==> config.mk <==
export PLATFORM = sky130hd
export DESIGN_NAME = cpuSystem
export DESIGN_NICKNAME = d
export VERILOG_FILES = /design/src/common/cpuPkg.sv /design/src/common/ctrlIf.sv /design/src/controlUnit/controlUnit.sv /design/src/datapath/registerFile.sv /design/src/datapath/addressRegisters.sv /design/src/datapath/alu.sv /design/src/hw/cpuSystem.sv
export SDC_FILE = /design/constraint.sdc
export NUM_CORES = 1
export LEC_CHECK = 0
export BUFFER_PORTS_ARGS = -buffer_cell sky130_fd_sc_hd__buf_2
export CAP_MARGIN = 0
export CORE_UTILIZATION = 34
export CTS_CLUSTER_DIAMETER = 50
export DETAILED_ROUTE_END_ITERATION = 12
export GPL_ROUTABILITY_DRIVEN = 0
export HOLD_SLACK_MARGIN = 0.06
export PLACE_DENSITY_LB_ADDON = 0.15
export SETUP_SLACK_MARGIN = 0.15
export SLEW_MARGIN = 25
export SYNTH_ARGS = -nofsm -noshare
export SYNTH_HDL_FRONTEND = slang
export SYNTH_SLANG_ARGS = --single-unit
==> constraint.sdc <==
create_clock -name Clock -period 4.7 [get_ports Clock]
set_input_delay 0.235 -clock Clock [delete_from_list [all_inputs] [get_ports Clock]]
set_output_delay 0.235 -clock Clock [all_outputs]
set_load 0.03 [all_outputs]
==> src/common/cpuPkg.sv <==
`default_nettype none

package cpuPkg;

	typedef logic [15:0] wordT;  // Data word.
	typedef logic [15:0] addrT;  // Word address.
	typedef logic [1:0] regIdxT; // Selects R0 to R3.

	typedef enum logic [5:0] {
		opBra   = 6'd0,
		opBne   = 6'd1,
		opBeq   = 6'd2,
		opLsl   = 6'd7,
		opLsr   = 6'd8,
		opAnd   = 6'd12,
		opOrr   = 6'd13,
		opNot   = 6'd14,
		opXor   = 6'd15,
		opMovh  = 6'd17,
		opLd    = 6'd18,
		opSt    = 6'd19,
		opMovl  = 6'd20,
		opAdd   = 6'd21,
		opSub   = 6'd23,
		opMovar = 6'd32
	} opcodeT;

	// Register format, used by the ALU instructions.
	typedef struct packed {
		opcodeT     opcode;
		logic       setFlags; // Write z, c and n.
		regIdxT     dst;
		regIdxT     src1;
		regIdxT     src2;
		logic [2:0] unused;
	} regFormatT;

	// Immediate format, used by moves, memory access and branches.
	typedef struct packed {
		opcodeT     opcode;
		regIdxT     rx;
		logic [7:0] imm;      // Byte value or signed branch offset.
	} immFormatT;

	typedef union packed {
		regFormatT rType;
		immFormatT iType;
	} instrT;

	typedef enum logic [3:0] {
		aluPass,
		aluAdd,
		aluSub,
		aluAnd,
		aluOr,
		aluXor,
		aluNot,
		aluLsl,
		aluLsr
	} aluOpT;

	typedef enum logic [1:0] {
		wrSrcAlu,
		wrSrcImm,
		wrSrcBus
	} writeSrcT;

	typedef enum logic [1:0] {
		wrModeFull,
		wrModeLow,
		wrModeHigh
	} writeModeT;

	typedef struct packed {
		logic z;
		logic c;
		logic n;
	} flagsT;

endpackage

`default_nettype wire

==> src/common/ctrlIf.sv <==
`default_nettype none

interface ctrlIf import cpuPkg::*; ();

	regIdxT     raSel;     // Read port A.
	regIdxT     rbSel;     // Read port B.
	logic       wrEn;
	regIdxT     wrSel;
	writeSrcT   wrSrc;
	writeModeT  wrMode;
	logic [7:0] immByte;   // Low byte of the instruction.
	aluOpT      aluOp;
	logic       flagWrite;
	logic       pcInc;
	logic       pcBranch;
	logic       arLoad;
	logic       useAr;     // AR drives the bus address.
	flagsT      flags;

	modport control (
		output raSel, rbSel, wrEn, wrSel, wrSrc, wrMode, immByte,
		output aluOp, flagWrite, pcInc, pcBranch, arLoad, useAr,
		input  flags
	);

	modport regs (input raSel, rbSel, wrEn, wrSel, wrSrc, wrMode, immByte);

	modport addr (input pcInc, pcBranch, arLoad, useAr, immByte);

	modport alu (input aluOp, flagWrite, output flags);

endinterface

`default_nettype wire

==> src/controlUnit/controlUnit.sv <==
`default_nettype none

module controlUnit import cpuPkg::*; (
	input  wire logic  Clock,
	input  wire logic  rstN,
	ctrlIf.control     ctrl,
	output logic       wbCyc,
	output logic       wbStb,
	output logic       wbWe,
	input  wire logic  wbAck,
	input  wire wordT  wbDatR
);

	typedef enum logic [1:0] {
		stFetch,
		stExec,
		stMem
	} stateT;

	stateT  state;
	instrT  ir;
	logic   busCycle;    // Drives cyc and stb together.
	logic   writeCycle;
	logic   fetchDone;
	opcodeT op;
	aluOpT  aluSel;
	logic   isAluOp;
	logic   isMemOp;
	logic   branchTaken;

	// ##########################################################
	// Bus master and timing state
	// ##########################################################

	assign wbCyc = busCycle;
	assign wbStb = busCycle;
	assign wbWe = writeCycle;
	assign fetchDone = (state == stFetch) && busCycle && wbAck;

	always_ff @(posedge Clock or negedge rstN) begin
		if (!rstN) begin
			state <= stFetch;
			busCycle <= 1'b0;
			writeCycle <= 1'b0;
		end else begin
			case (state)
				stFetch: begin
					// Idle here only after reset or after a data access.
					if (!busCycle) begin
						busCycle <= 1'b1;
					end else if (wbAck) begin
						busCycle <= 1'b0;
						state <= stExec;
					end
				end
				stExec: begin
					busCycle <= 1'b1;            // Next fetch or the data access.
					writeCycle <= (op == opSt);
					state <= isMemOp ? stMem : stFetch;
				end
				stMem: begin
					if (wbAck) begin
						busCycle <= 1'b0;
						writeCycle <= 1'b0;
						state <= stFetch;
					end
				end
				default: state <= stFetch;
			endcase
		end
	end

	always_ff @(posedge Clock) begin
		if (fetchDone) begin
			ir <= wbDatR;
		end
	end

	// ##########################################################
	// Decode
	// ##########################################################

	assign op = ir.rType.opcode;
	assign isMemOp = (op == opLd) || (op == opSt);

	always_comb begin
		isAluOp = 1'b1;
		aluSel = aluPass;
		branchTaken = 1'b0;
		case (op)
			opAdd: aluSel = aluAdd;
			opSub: aluSel = aluSub;
			opAnd: aluSel = aluAnd;
			opOrr: aluSel = aluOr;
			opXor: aluSel = aluXor;
			opNot: aluSel = aluNot;
			opLsl: aluSel = aluLsl;
			opLsr: aluSel = aluLsr;
			default: isAluOp = 1'b0;
		endcase
		case (op)
			opBra: branchTaken = 1'b1;
			opBeq: branchTaken = ctrl.flags.z;
			opBne: branchTaken = !ctrl.flags.z;
			default: branchTaken = 1'b0;
		endcase
	end

	// ##########################################################
	// Datapath controls
	// ##########################################################

	assign ctrl.raSel = isAluOp ? ir.rType.src1 : ir.iType.rx; // Rx for ST and MOVAR.
	assign ctrl.rbSel = ir.rType.src2;
	assign ctrl.immByte = ir.iType.imm;
	assign ctrl.aluOp = aluSel;
	assign ctrl.pcInc = fetchDone;
	assign ctrl.useAr = (state == stMem);

	always_comb begin
		ctrl.wrEn = 1'b0;
		ctrl.wrSel = ir.iType.rx;
		ctrl.wrSrc = wrSrcAlu;
		ctrl.wrMode = wrModeFull;
		ctrl.flagWrite = 1'b0;
		ctrl.pcBranch = 1'b0;
		ctrl.arLoad = 1'b0;
		if (state == stExec) begin
			if (isAluOp) begin
				ctrl.wrEn = 1'b1;
				ctrl.wrSel = ir.rType.dst;
				ctrl.flagWrite = ir.rType.setFlags;
			end
			case (op)
				opMovl: begin
					ctrl.wrEn = 1'b1;
					ctrl.wrSrc = wrSrcImm;
					ctrl.wrMode = wrModeLow;
				end
				opMovh: begin
					ctrl.wrEn = 1'b1;
					ctrl.wrSrc = wrSrcImm;
					ctrl.wrMode = wrModeHigh;
				end
				opMovar: ctrl.arLoad = 1'b1;
				default: ctrl.arLoad = 1'b0;
			endcase
			ctrl.pcBranch = branchTaken;  // Offset is relative to the next PC.
		end else if (state == stMem && op == opLd) begin
			ctrl.wrEn = busCycle && wbAck; // Load data lands on the ack edge.
			ctrl.wrSrc = wrSrcBus;
		end
	end

endmodule

`default_nettype wire

==> src/datapath/registerFile.sv <==
`default_nettype none

module registerFile import cpuPkg::*; (
	input  wire logic Clock,
	input  wire logic rstN,
	ctrlIf.regs       ctrl,
	input  wire wordT aluResult,
	input  wire wordT busData,
	output wordT      rdA,
	output wordT      rdB
);

	wordT regs [4];
	wordT wrData;

	always_comb begin
		case (ctrl.wrSrc)
			wrSrcImm: wrData = {8'h00, ctrl.immByte};
			wrSrcBus: wrData = busData;
			default:  wrData = aluResult;
		endcase
	end

	assign rdA = regs[ctrl.raSel];
	assign rdB = regs[ctrl.rbSel];

	// Byte modes take the low byte of the write data.
	always_ff @(posedge Clock or negedge rstN) begin
		if (!rstN) begin
			for (int i = 0; i < 4; i++) begin
				regs[i] <= '0;
			end
		end else if (ctrl.wrEn) begin
			case (ctrl.wrMode)
				wrModeLow:  regs[ctrl.wrSel][7:0] <= wrData[7:0];
				wrModeHigh: regs[ctrl.wrSel][15:8] <= wrData[7:0]; // MOVH.
				default:    regs[ctrl.wrSel] <= wrData;
			endcase
		end
	end

endmodule

`default_nettype wire

==> src/datapath/addressRegisters.sv <==
`default_nettype none

module addressRegisters import cpuPkg::*; #(
	parameter addrT resetPc = 16'h0000
) (
	input  wire logic Clock,
	input  wire logic rstN,
	ctrlIf.addr       ctrl,
	input  wire wordT rdA,
	output addrT      busAddr
);

	addrT pc;
	addrT ar;
	addrT branchOffset;

	assign branchOffset = {{8{ctrl.immByte[7]}}, ctrl.immByte}; // Sign extended.

	always_ff @(posedge Clock or negedge rstN) begin
		if (!rstN) begin
			pc <= resetPc;
		end else if (ctrl.pcInc) begin
			pc <= pc + 16'd1;
		end else if (ctrl.pcBranch) begin
			pc <= pc + branchOffset;
		end
	end

	always_ff @(posedge Clock or negedge rstN) begin
		if (!rstN) begin
			ar <= '0;
		end else if (ctrl.arLoad) begin
			ar <= rdA;             // MOVAR.
		end
	end

	assign busAddr = ctrl.useAr ? ar : pc;

endmodule

`default_nettype wire

==> src/datapath/alu.sv <==
`default_nettype none

module alu import cpuPkg::*; (
	input  wire logic Clock,
	input  wire logic rstN,
	ctrlIf.alu        ctrl,
	input  wire wordT a,
	input  wire wordT b,
	output wordT      result
);

	flagsT       flagsQ;
	logic        isSub;
	wordT        addend;
	logic [16:0] sum;
	logic        carry;

	// One adder serves ADD and SUB, subtraction as a + ~b + 1.
	assign isSub = (ctrl.aluOp == aluSub);
	assign addend = isSub ? ~b : b;
	assign sum = {1'b0, a} + {1'b0, addend} + {16'd0, isSub};

	always_comb begin
		result = a;
		carry = flagsQ.c;          // Logic ops leave c alone.
		case (ctrl.aluOp)
			aluAdd, aluSub: begin
				result = sum[15:0];
				carry = sum[16];
			end
			aluAnd: result = a & b;
			aluOr:  result = a | b;
			aluXor: result = a ^ b;
			aluNot: result = ~a;
			aluLsl: begin
				result = {a[14:0], 1'b0};
				carry = a[15];         // Bit shifted out.
			end
			aluLsr: begin
				result = {1'b0, a[15:1]};
				carry = a[0];
			end
			default: result = a;
		endcase
	end

	always_ff @(posedge Clock or negedge rstN) begin
		if (!rstN) begin
			flagsQ <= '0;
		end else if (ctrl.flagWrite) begin
			flagsQ.z <= (result == 16'd0);
			flagsQ.c <= carry;
			flagsQ.n <= result[15];
		end
	end

	assign ctrl.flags = flagsQ;

endmodule

`default_nettype wire

==> src/hw/cpuSystem.sv <==
`default_nettype none

module cpuSystem import cpuPkg::*; #(
	parameter addrT resetPc = 16'h0000
) (
	input  wire logic Clock,
	input  wire logic rstN,
	output logic      wbCyc,
	output logic      wbStb,
	output logic      wbWe,
	output addrT      wbAdr,
	output wordT      wbDatW,
	input  wire wordT wbDatR,
	input  wire logic wbAck
);

	wordT rdA;
	wordT rdB;
	wordT aluResult;

	ctrlIf ctrlBus ();

	controlUnit u_controlUnit (
		.Clock  (Clock),
		.rstN   (rstN),
		.ctrl   (ctrlBus.control),
		.wbCyc  (wbCyc),
		.wbStb  (wbStb),
		.wbWe   (wbWe),
		.wbAck  (wbAck),
		.wbDatR (wbDatR)
	);

	registerFile u_registerFile (
		.Clock     (Clock),
		.rstN      (rstN),
		.ctrl      (ctrlBus.regs),
		.aluResult (aluResult),
		.busData   (wbDatR),
		.rdA       (rdA),
		.rdB       (rdB)
	);

	addressRegisters #(
		.resetPc (resetPc)
	) u_addressRegisters (
		.Clock   (Clock),
		.rstN    (rstN),
		.ctrl    (ctrlBus.addr),
		.rdA     (rdA),
		.busAddr (wbAdr)
	);

	alu u_alu (
		.Clock  (Clock),
		.rstN   (rstN),
		.ctrl   (ctrlBus.alu),
		.a      (rdA),
		.b      (rdB),
		.result (aluResult)
	);

	assign wbDatW = rdA;           // ST drives Rx through port A.

endmodule

`default_nettype wire

==> results of run 1 <==
## final cells by class
| cell class | instances | area [µm²] |
|---|---|---|
| fillers | 2748 | 15260 |
| multi-input cells | 842 | 6694 |
| flip-flops and latches | 117 | 3008 |
| repair buffers | 220 | 1645 |
| well taps | 378 | 473.0 |
| clock buffers | 17 | 425.4 |
| inverters | 74 | 284.0 |
| clock inverters | 15 | 146.4 |
## critical path: stages (launching register included)
cell	delay [ns]
edfxtp_1	0.42
buf_4	0.17
o2111ai_4	0.24
a21o_4	0.21
mux2i_4	0.35
mux4_2	0.63
ha_4	0.19
a21o_1	0.17
a211o_1	0.29
a31oi_1	0.19
nor2_1	0.09
nor3_1	0.14
o21ai_1	0.10
or4_1	0.50
a211o_1	0.29
nand3_2	0.11
mux2i_2	0.10
o21ai_2	0.21
a22o_1	0.17
## cell usage in the layout, fill, tap and decap left out, types with 27 or more instances in the layout
cell type / count
buf_4: 140
nand2_1: 135
dfrtp_1: 101
o21ai_0: 76
inv_1: 66
ha_1: 59
buf_2: 52
nor2_1: 48
o21ai_1: 37
mux2i_1: 35
xnor2_1: 29
a21oi_1: 29
a22o_1: 27
## metal layers
metal / wire (µm) / vias up
met5: 0 / -
met4: 981 / 0
met1: 16460 / 4547
li1: - / 4397
met3: 2277 / 72
met2: 16240 / 364
## what timing repair did
item                                    in CTS  in global routing
pin swaps                                    5                 34
gates cloned                                 0                  0
hold buffers                                16                  0
setup buffers                                3                 14
endpoints found under the hold margin       67                  0
gates resized for setup                     15                 67
endpoints found under the setup margin      32                 47
## logic make-up after synthesis
family	Yosys count	synth area share
muxes	94	0.1278
and+or+nand+nor	299	0.1474
xor gates and xnor gates	31	0.02799
DFF	117	0.3100
AOI/OAI and AO/OA	350	0.2408
buffers and inverters	133	0.05674
adders and majority gates	68	0.08924
## final timing paths
kind / startpoint / endpoint / slack, ns / depth (start not counted)
max: u_controlUnit.ir[11] / flip-flop / 0.07 / 18
min in group asynchronous: rstN / u_registerFile.regs[5] / 0.41 / 2
max reg2reg: u_controlUnit.ir[11] / flip-flop / 0.07 / 18
min reg2reg: u_addressRegisters.pc[15] / u_addressRegisters.pc[15] / 0.47 / 1
max in group asynchronous: rstN / u_addressRegisters.pc[9] / 3.12 / 3
min: wbDatR[14] / u_controlUnit.ir[14] / 0.08 / 1
## power by group through the flow
stage / combinational (mW) / clock [mW] / sequential, mW
global placement: 4.59 / 0 / 1.71
floorplan: 3.05 / 0 / 1.59
global route: 5.46 / 1.36 / 1.76
finish: 5.02 / 1.30 / 1.72
detailed placement: 4.63 / 0 / 1.72
CTS: 4.73 / 1.32 / 1.70
==> reports/results.ini, run 1 <==
[floorplan]
boundaryPins=54
rows=61
coreArea_mm2=0.02793
die_area_mm2=0.02921
start_util=0.3473
dieHeight_um=170.9
die_w_um=170.9

[logic_synthesis]
synth_top_cell_by_area=dfrtp_1
ys_seq_area_frac=0.3100
synth_area_leaders=dfrtp_1 26%, ha_1 8.5%, nand2_1 5.3%
synth_edf_count=16
ys_types=81
synth_flop_cell=dfrtp_1
syn_area_mm2=0.009702
synth_common_cells=137 x nand2_1, 101 x dfrtp_1, 87 x o21ai_0
synth_top_area_share=0.2605
synth.avg_cell_area_um2=8.884
syn_nets=1179
yosysWarnings=0
synthArstFlopShare=0.8632
syn_inst=1092
synth_most_common_cell=nand2_1
ys_ff_latch=117

[power]
seq_power_share=0.214
vdd_drop_max_uv=262.6
switching_share=0.4607
total_power_mw=8.042
p_clk_frac=0.162
p_per_area_mw_per_mm2=634.5
p_leak_nw=5.439
intPower_mw=4.337
combPwrFrac=0.624
net-switching-power_mw=3.705

[route]
ant_nets=0
vias=9380
dr.pass1.iters=6
avgViaCountPerCell=5.640
route.detailed.drc=0
first_iter_violations=895
drt_wl_total_um=35960
wl_per_cell_um=21.62

[worst_setup_path]
path_max_fanout=5
endpoint_kind=flip-flop
start_kind=flip-flop
critPathRequiredTime_ns=5.06
crit_type=reg2reg
arrival_ns=4.99

[finish]
num_antenna_cells=0
final_util=0.4538
layout-drive-gt1-share=0.2879
areaGrowthSynthToFinish_pct=30.66
finalNonFillerCells=1663
fin_area_mm2=0.01268
layout.nets=1359

[timing]
fin_skew_ns=0.01376
final.setup.tns_ns=0
rsz0062_at_grt=yes
fin_crit_sh=0.9853
fin_ws_ns=0.06932
fin_hold_ws_ns=0.08241
slew-limit-headroom=0.3732
drv_slew=0
tightest_slew_ns=0.9304
max_freq_ghz=0.2160
period_minus_slack_ns=4.631
setup_viol=0
finalHoldViolCount=0

[clock_network]
path_clk_slew_ns=0.06
root_buffer=clkbuf_16
clock_latency_ns=0.43
cts_buffers=17
cts_max_path_buffers=2
cts.htree.levels=4
clock_sinks=117
cts_tree=done

[placed_design]
portBuffers=53
dpl.hpwl_um=27900
dpl_worst_slack_ns=-0.07736
place_inst=1597
dpl_cell_area_mm2=0.01143

[global_routing]
grt_usage=0.2502
grt_pass1_wl_um=54480
gr-max-usage-layer=met2
gr-total-overflow=0
grt_pass1_vias=9034
use_met2=0.3943
use_met3=0.04326
antenna_found_initial=0
grt_max_degree=54
grt_use_met1=0.3487

[run]
drv_cap=0

[outcome]
status=complete, no violations

[worst_hold_path]
hold_path_class=in2reg

No activity file was read; power rests on OpenSTA's default activity.
==> run 2, diff against run 1 <==
Settings changed: BUFFER_PORTS_ARGS -buffer_cell sky130_fd_sc_hd__buf_2 to unset, CTS_BUF_LIST set to sky130_fd_sc_hd__clkbuf_2, DONT_BUFFER_PORTS set to 1.
==> reports/results.ini, run 2 (same netlist as run 1, synthesis figures left out) <==
[outcome]
status=complete, but fails checks  ; was complete, no violations
violations=setup timing

[floorplan]
die_area_mm2=0.02921  ; unchanged
dieHeight_um=170.9  ; unchanged
start_util=0.3473  ; unchanged
die_w_um=170.9  ; unchanged
coreArea_mm2=0.02793  ; unchanged
rows=61  ; unchanged
boundaryPins=54  ; unchanged

[placed_design]
dpl.hpwl_um=27710  ; was 27900 µm
dpl_cell_area_mm2=0.01105  ; was 0.01143 mm²
portBuffers=0  ; was 53

[finish]
layout-drive-gt1-share=0.2871  ; was 0.2879
layout_commonest_cell=nand2_1  ; was buf_4
areaGrowthSynthToFinish_pct=29.22  ; was 30.66%
fin_area_mm2=0.01254  ; was 0.01268 mm²
layout.nets=1314  ; was 1359
final_cell_mix=131 x nand2_1, 129 x buf_4, 101 x dfrtp_1, 75 x o21ai_0, 66 x inv_1  ; was 140 x buf_4, 135 x nand2_1, 101 x dfrtp_1, 76 x o21ai_0, 66 x inv_1
nFillCells=2776  ; was 2748

[power]
p_clk_frac=0.108  ; was 0.162
p_leak_nw=5.195  ; was 5.439 nW
total_power_mw=7.667  ; was 8.042 mW
vdd_drop_max_uv=219.8  ; was 262.6 µV
intPower_mw=3.985  ; was 4.337 mW
p_per_area_mw_per_mm2=611.5  ; was 634.5 mW/mm²
net-switching-power_mw=3.682  ; was 3.705 mW
seq_power_share=0.224  ; was 0.214
switching_share=0.4802  ; was 0.4607
combPwrFrac=0.668  ; was 0.624

[worst_setup_path]
arrival_ns=5.42  ; was 4.99 ns
start_kind=flip-flop  ; unchanged
path_max_fanout=7  ; was 5
endpoint_kind=flip-flop  ; unchanged
crit_type=reg2reg  ; unchanged
critPathRequiredTime_ns=5.33  ; was 5.06 ns

[route]
met1_length_um=16560  ; was 16460 µm
vias=9289  ; was 9380
route.detailed.drc=0  ; unchanged
highest_layer=met4  ; unchanged
ant_nets=0  ; unchanged
first_iter_violations=757  ; was 895
drt_wl_total_um=36540  ; was 35960 µm
wl_met2_um=16380  ; was 16240 µm
dr.pass1.iters=6  ; unchanged
wl_per_cell_um=22.56  ; was 21.62 µm
wl_met3_um=2166  ; was 2277 µm
avgViaCountPerCell=5.734  ; was 5.640

[timing]
drv_slew=0  ; unchanged
rsz0062_at_grt=yes  ; unchanged
finalHoldViolCount=0  ; unchanged
fin_ws_ns=-0.09010  ; was 0.06932 ns
slew-limit-headroom=0.3087  ; was 0.3732
fin_skew_ns=0.05880  ; was 0.01376 ns
max_freq_ghz=0.2088  ; was 0.2160 GHz
period_minus_slack_ns=4.790  ; was 4.631 ns
tightest_slew_ns=1.026  ; was 0.9304 ns
fin_crit_sh=1.019  ; was 0.9853
setup_viol=5  ; was 0

[global_routing]
grt_max_degree=102  ; was 54
antenna_found_initial=2  ; was 0
grt_usage=0.2518  ; was 0.2502
grt_pass1_wl_um=54450  ; was 54480 µm
gr-total-overflow=0  ; unchanged
grt_pass1_vias=8890  ; was 9034

[run]
drv_cap=0  ; unchanged

[clock_network]
cts_tree=done  ; unchanged
root_buffer=clkbuf_2  ; was clkbuf_16
cts_buffers=17  ; unchanged
clock_sinks=117  ; unchanged
path_clk_slew_ns=0.25  ; was 0.06 ns
cts_max_path_buffers=2  ; unchanged
cts.htree.levels=4  ; unchanged
clock_latency_ns=0.74  ; was 0.43 ns

[worst_hold_path]
hold_path_class=in2reg  ; unchanged

==> run 2: cell types whose count changed in the layout (fill, tap and decap cells not counted), sizes merged <==
cell and change:
bufinv +3, inv -5, clkinv +2, diode +2, dlygate4sd3 +4, clkbuf +3
clkinvlp -1, buf -51
==> run 2: path summary, 6_finish.rpt <==
path	from	to	slack (ns)	cells past startpoint
worst max register to register	u_controlUnit.ir[11]	u_alu.ctrl.flags[2]	-0.09	23
max in group asynchronous	rstN	u_registerFile.regs[22]	4.15	2
worst max-delay path	u_controlUnit.ir[11]	u_alu.ctrl.flags[2]	-0.09	23
worst min-delay path	wbDatR[0]	u_controlUnit.ir[0]	0.12	1
worst min register to register	u_addressRegisters.pc[15]	u_addressRegisters.pc[15]	0.50	1
min in group asynchronous	rstN	u_addressRegisters.pc[4]	0.14	2
==> run 2: repair_timing <==
item,CTS,global route
cloned,0,2
hold buffers,19,2
pin swaps,16,67
buffers inserted,15,20
setup endpoints to repair,33,54
resized for setup,39,103
endpoints found under the hold margin,150,2
==> run 2: cell type report <==
| cell class | instances | area (µm²) | area share |
|---|---|---|---|
| Sequential cell | 117 | 3008 | 0.2399 |
| Antenna cell | 2 | 5.005 | 0.0003992 |
| Inverter | 74 | 287.8 | 0.02295 |
| Clock buffer | 18 | 90.09 | 0.007186 |
| Multi-Input combinational cell | 842 | 6924 | 0.5523 |
| Clock inverter | 14 | 200.2 | 0.01597 |
| Timing Repair Buffer | 175 | 1549 | 0.1236 |
| Tap cell | 378 | 473.0 | 0.03772 |
==> run 2: metrics by stage <==
step	worst slack, ns	hold WS [ns]	instances	TNS [ns]	util
6_report	-0.09010	0.1167	1620	-0.1983	0.4488
5_1_grt	-0.3214	0.06414	1620	-2.605	0.4488
4_1_cts	-0.0006657	0.06743	1593	-0.0006657	0.4235
3_5_place_dp	-0.1102	-0.05563	1527	-0.4581	0.3956
3_3_place_gp	-0.01877	-0.05587	1527	-0.01877	0.3956
2_1_floorplan	0.09934	-0.06059	1092	0	-
==> run 2: layer usage <==
| layer | GRT usage | up-vias |
|---|---|---|
| met3 | 0.03562 | 68 |
| met5 | 0 | - |
| met2 | 0.3846 | 326 |
| met1 | 0.3518 | 4586 |
| met4 | 0.1122 | 0 |
| li1 | - | 4309 |
==> run 2: worst max-delay path: stages, from the launching register on <==
cell	delay [ns]
edfxtp_1	0.48
buf_6	0.15
nor2_8	0.09
o211ai_4	0.12
a21o_4	0.26
a21o_4	0.23
buf_12	0.14
mux2_4	0.32
o21ai_4	0.19
inv_4	0.06
ha_4	0.29
nand4_1	0.16
o21bai_4	0.23
buf_6	0.12
nand2_4	0.05
a21oi_2	0.05
xnor2_1	0.12
a221o_1	0.36
and4bb_1	0.31
and4_1	0.18
and4b_1	0.19
and4b_1	0.21
nand4b_1	0.10
o31ai_2	0.24
==> run 2: power groups by stage <==
stage / Clock [mW] / Combinational, mW / Sequential [mW]
detailed placement: 0 / 4.40 / 1.72
global route: 0.882 / 5.55 / 1.76
finish: 0.826 / 5.13 / 1.72
floorplan: 0 / 3.05 / 1.59
CTS: 0.843 / 4.62 / 1.70
global placement: 0 / 4.36 / 1.72
==> run 3, diff against run 2 <==
Clock period 4.7 ns to 4 ns, I/O delays scaled along.
==> reports/results.ini, run 3 (same netlist as run 1, synthesis figures left out) <==
[global_routing]
grt_usage=0.2640  ; was 0.2518
use_met3=0.05390  ; was 0.03562
grt_pass1_wl_um=57190  ; was 54450 µm
grt_pass1_vias=9600  ; was 8890
use_met2=0.4220  ; was 0.3846
gr-max-usage-layer=met2  ; unchanged
grt_max_degree=99  ; was 102
gr-total-overflow=0  ; unchanged
grt_use_met1=0.3468  ; was 0.3518
antenna_found_initial=2  ; unchanged

[route]
ant_nets=0  ; unchanged
dr.pass1.iters=5  ; was 6
wl_per_cell_um=21.82  ; was 22.56 µm
avgViaCountPerCell=5.600  ; was 5.734
drt_wl_total_um=38000  ; was 36540 µm
first_iter_violations=824  ; was 757
route.detailed.drc=0  ; unchanged
vias=9756  ; was 9289

[outcome]
status=complete, but fails checks  ; unchanged
violations=setup timing  ; unchanged

[worst_setup_path]
cpPeakStageDelay_ns=0.46  ; was 0.48 ns
reg2reg_slack_ns=-0.68  ; was -0.09 ns
endpoint_kind=flip-flop  ; unchanged
crit_type=reg2reg  ; unchanged
path_cells=buf_6 > nor2_8 > o211ai_4 > a21o_4 > mux2_4 > buf_12 > buf_12 > mux2i_4 > ha_4 > nand4_1 > o21bai_4 > a32oi_2 > a221o_1 > xnor2_1 > o22ai_1 > a21oi_2 > nor4bb_2 > nor4bb_2 > and4b_1 > nand4b_1 > o31ai_2  ; was buf_6 > nor2_8 > o211ai_4 > a21o_4 > a21o_4 > buf_12 > mux2_4 > o21ai_4 > inv_4 > ha_4 > nand4_1 > o21bai_4 > buf_6 > nand2_4 > a21oi_2 > xnor2_1 > a221o_1 > and4bb_1 > and4_1 > and4b_1 > and4b_1 > nand4b_1 > o31ai_2
critical_path_depth=21  ; was 23
start_kind=flip-flop  ; unchanged
cp-endpoint=u_alu.ctrl.flags[2]  ; unchanged
critPathRequiredTime_ns=4.65  ; was 5.33 ns
r2r-start=u_controlUnit.ir[11]  ; unchanged
cp_top_family=compound AO/OA/AOI/OAI gates  ; unchanged
rr_worst_depth=21  ; was 23
crit_buf_inv=3  ; was 4
r2r-end=u_alu.ctrl.flags[2]  ; unchanged
crit_start=u_controlUnit.ir[11]  ; unchanged
critPathSlowestCell=edfxtp_1  ; unchanged
arrival_ns=5.33  ; was 5.42 ns
path_max_fanout=6  ; was 7

[clock_network]
root_buffer=clkbuf_2  ; unchanged
cts_tree=done  ; unchanged
clock_latency_ns=0.73  ; was 0.74 ns
path_clk_slew_ns=0.19  ; was 0.25 ns
cts.htree.levels=4  ; unchanged
clock_sinks=117  ; unchanged
cts_max_path_buffers=2  ; unchanged
cts_buffers=17  ; unchanged

[timing]
fin_hold_ws_ns=0.1473  ; was 0.1167 ns
rsz0062_at_grt=yes  ; unchanged
period_minus_slack_ns=4.675  ; was 4.790 ns
fin_crit_sh=1.169  ; was 1.019
max_freq_ghz=0.2139  ; was 0.2088 GHz
finalHoldViolCount=0  ; unchanged
fin_skew_ns=0.04470  ; was 0.05880 ns
drv_slew=0  ; unchanged
fin_ws_ns=-0.6751  ; was -0.09010 ns
setup_viol=59  ; was 5
tightest_slew_ns=0.9416  ; was 1.026 ns
slew-limit-headroom=0.3656  ; was 0.3087

[finish]
nFillCells=2704  ; was 2776
final_cell_mix=231 x buf_4, 129 x nand2_1, 101 x dfrtp_1, 69 x o21ai_0, 64 x inv_1  ; was 131 x nand2_1, 129 x buf_4, 101 x dfrtp_1, 75 x o21ai_0, 66 x inv_1
areaGrowthSynthToFinish_pct=40.93  ; was 29.22%
layout-drive-gt1-share=0.3620  ; was 0.2871
layout.nets=1436  ; was 1314
layout_commonest_cell=buf_4  ; was nand2_1

[power]
p_per_area_mw_per_mm2=710.6  ; was 611.5 mW/mm²
vdd_drop_max_uv=226.8  ; was 219.8 µV
p_leak_nw=5.877  ; was 5.195 nW

[floorplan]
rows=61  ; unchanged
start_util=0.3473  ; unchanged
dieHeight_um=170.9  ; unchanged
coreArea_mm2=0.02793  ; unchanged
die_area_mm2=0.02921  ; unchanged
die_w_um=170.9  ; unchanged
boundaryPins=54  ; unchanged

[placed_design]
portBuffers=0  ; unchanged
dpl.hpwl_um=29050  ; was 27710 µm
dpl_worst_slack_ns=-0.8253  ; was -0.1102 ns

[run]
drv_cap=0  ; unchanged

[worst_hold_path]
hold_path_class=in2reg  ; unchanged
min_from=wbDatR[1]  ; was wbDatR[0]

-- run 3: cell types whose count changed in the layout (fill, tap and decap cells not counted), moves of 4 or more --
cell and change:
buf_8 +4, buf_6 +7, ha_4 +4, buf_4 +102, ha_1 -4, nor2_2 +4
dlygate4sd3_1 +9, o21ai_2 +6, o21ai_0 -6, a21oi_4 +5
-- run 3: worst min path at each step --
stage | to | cells after the start
final | u_registerFile.regs[17] | 5
after floorplan | async pin | 0
after detailed placement | u_registerFile.regs[21] | 0
after global routing | u_registerFile.regs[17] | 5
after CTS | u_controlUnit.ir[2] | 1
after global placement | u_registerFile.regs[21] | 0
-- run 3: final cells by class --
type,count,area [µm²],share of cell area
antenna,2,5.005,0.0003660
clock buffer,19,95.09,0.006955
clock inverter,13,158.9,0.01162
inverter,74,284.0,0.02077
multi-input combinational,842,7108,0.5199
sequential,117,3008,0.2200
tap,378,473.0,0.03459
timing repair buffer,297,2541,0.1859
-- run 3: where the power goes --
group	total [mW]	internal, mW	switching, mW
clock	0.855	0.353	0.502
sequential	1.94	1.59	0.342
combinational	6.92	3.25	3.68
-- run 3: worst reg2reg max path, stage by stage, from the launching register on --
cell      delay (ns)
edfxtp_1        0.46
buf_6           0.15
nor2_8          0.11
o211ai_4        0.11
a21o_4          0.27
mux2_4          0.35
buf_12          0.16
buf_12          0.12
mux2i_4         0.20
ha_4            0.31
nand4_1         0.20
o21bai_4        0.26
a32oi_2         0.23
a221o_1         0.25
xnor2_1         0.13
o22ai_1         0.10
a21oi_2         0.18
nor4bb_2        0.26
nor4bb_2        0.26
and4b_1         0.22
nand4b_1        0.11
o31ai_2         0.18
-- run 3: what timing repair did --
item / in CTS / in global routing
hold buffers: 26 / 4
buffers inserted: 28 / 17
pin swaps: 49 / 26
endpoints found under the setup margin: 67 / 70
cloned: 1 / 0
hold endpoints to repair: 172 / 7
resized for setup: 102 / 86
-- run 3: metal layers --
| layer | routed length [µm] | part of all wire | up-vias |
|---|---|---|---|
| met5 | 0 | 0 | - |
| met4 | 1361 | 0.036 | 0 |
| met3 | 2275 | 0.060 | 75 |
| met2 | 17550 | 0.46 | 306 |
| met1 | 16820 | 0.44 | 4804 |
| li1 | - | - | 4571 |
-- run 3: stage by stage --
step                        util  instance area, µm²  power [mW]  TNS (ns)  std cells
after detailed placement  0.4262               11910       7.809    -32.49       1632
after CTS                 0.4702               13130       9.276    -19.11       1719
after global placement    0.4262               11910       7.752    -28.27       1632
after global routing      0.4895               13670       10.37    -32.70       1742
final                     0.4895               13670       9.717    -21.84       1742
after floorplan                -                9997       5.514    -7.945       1092
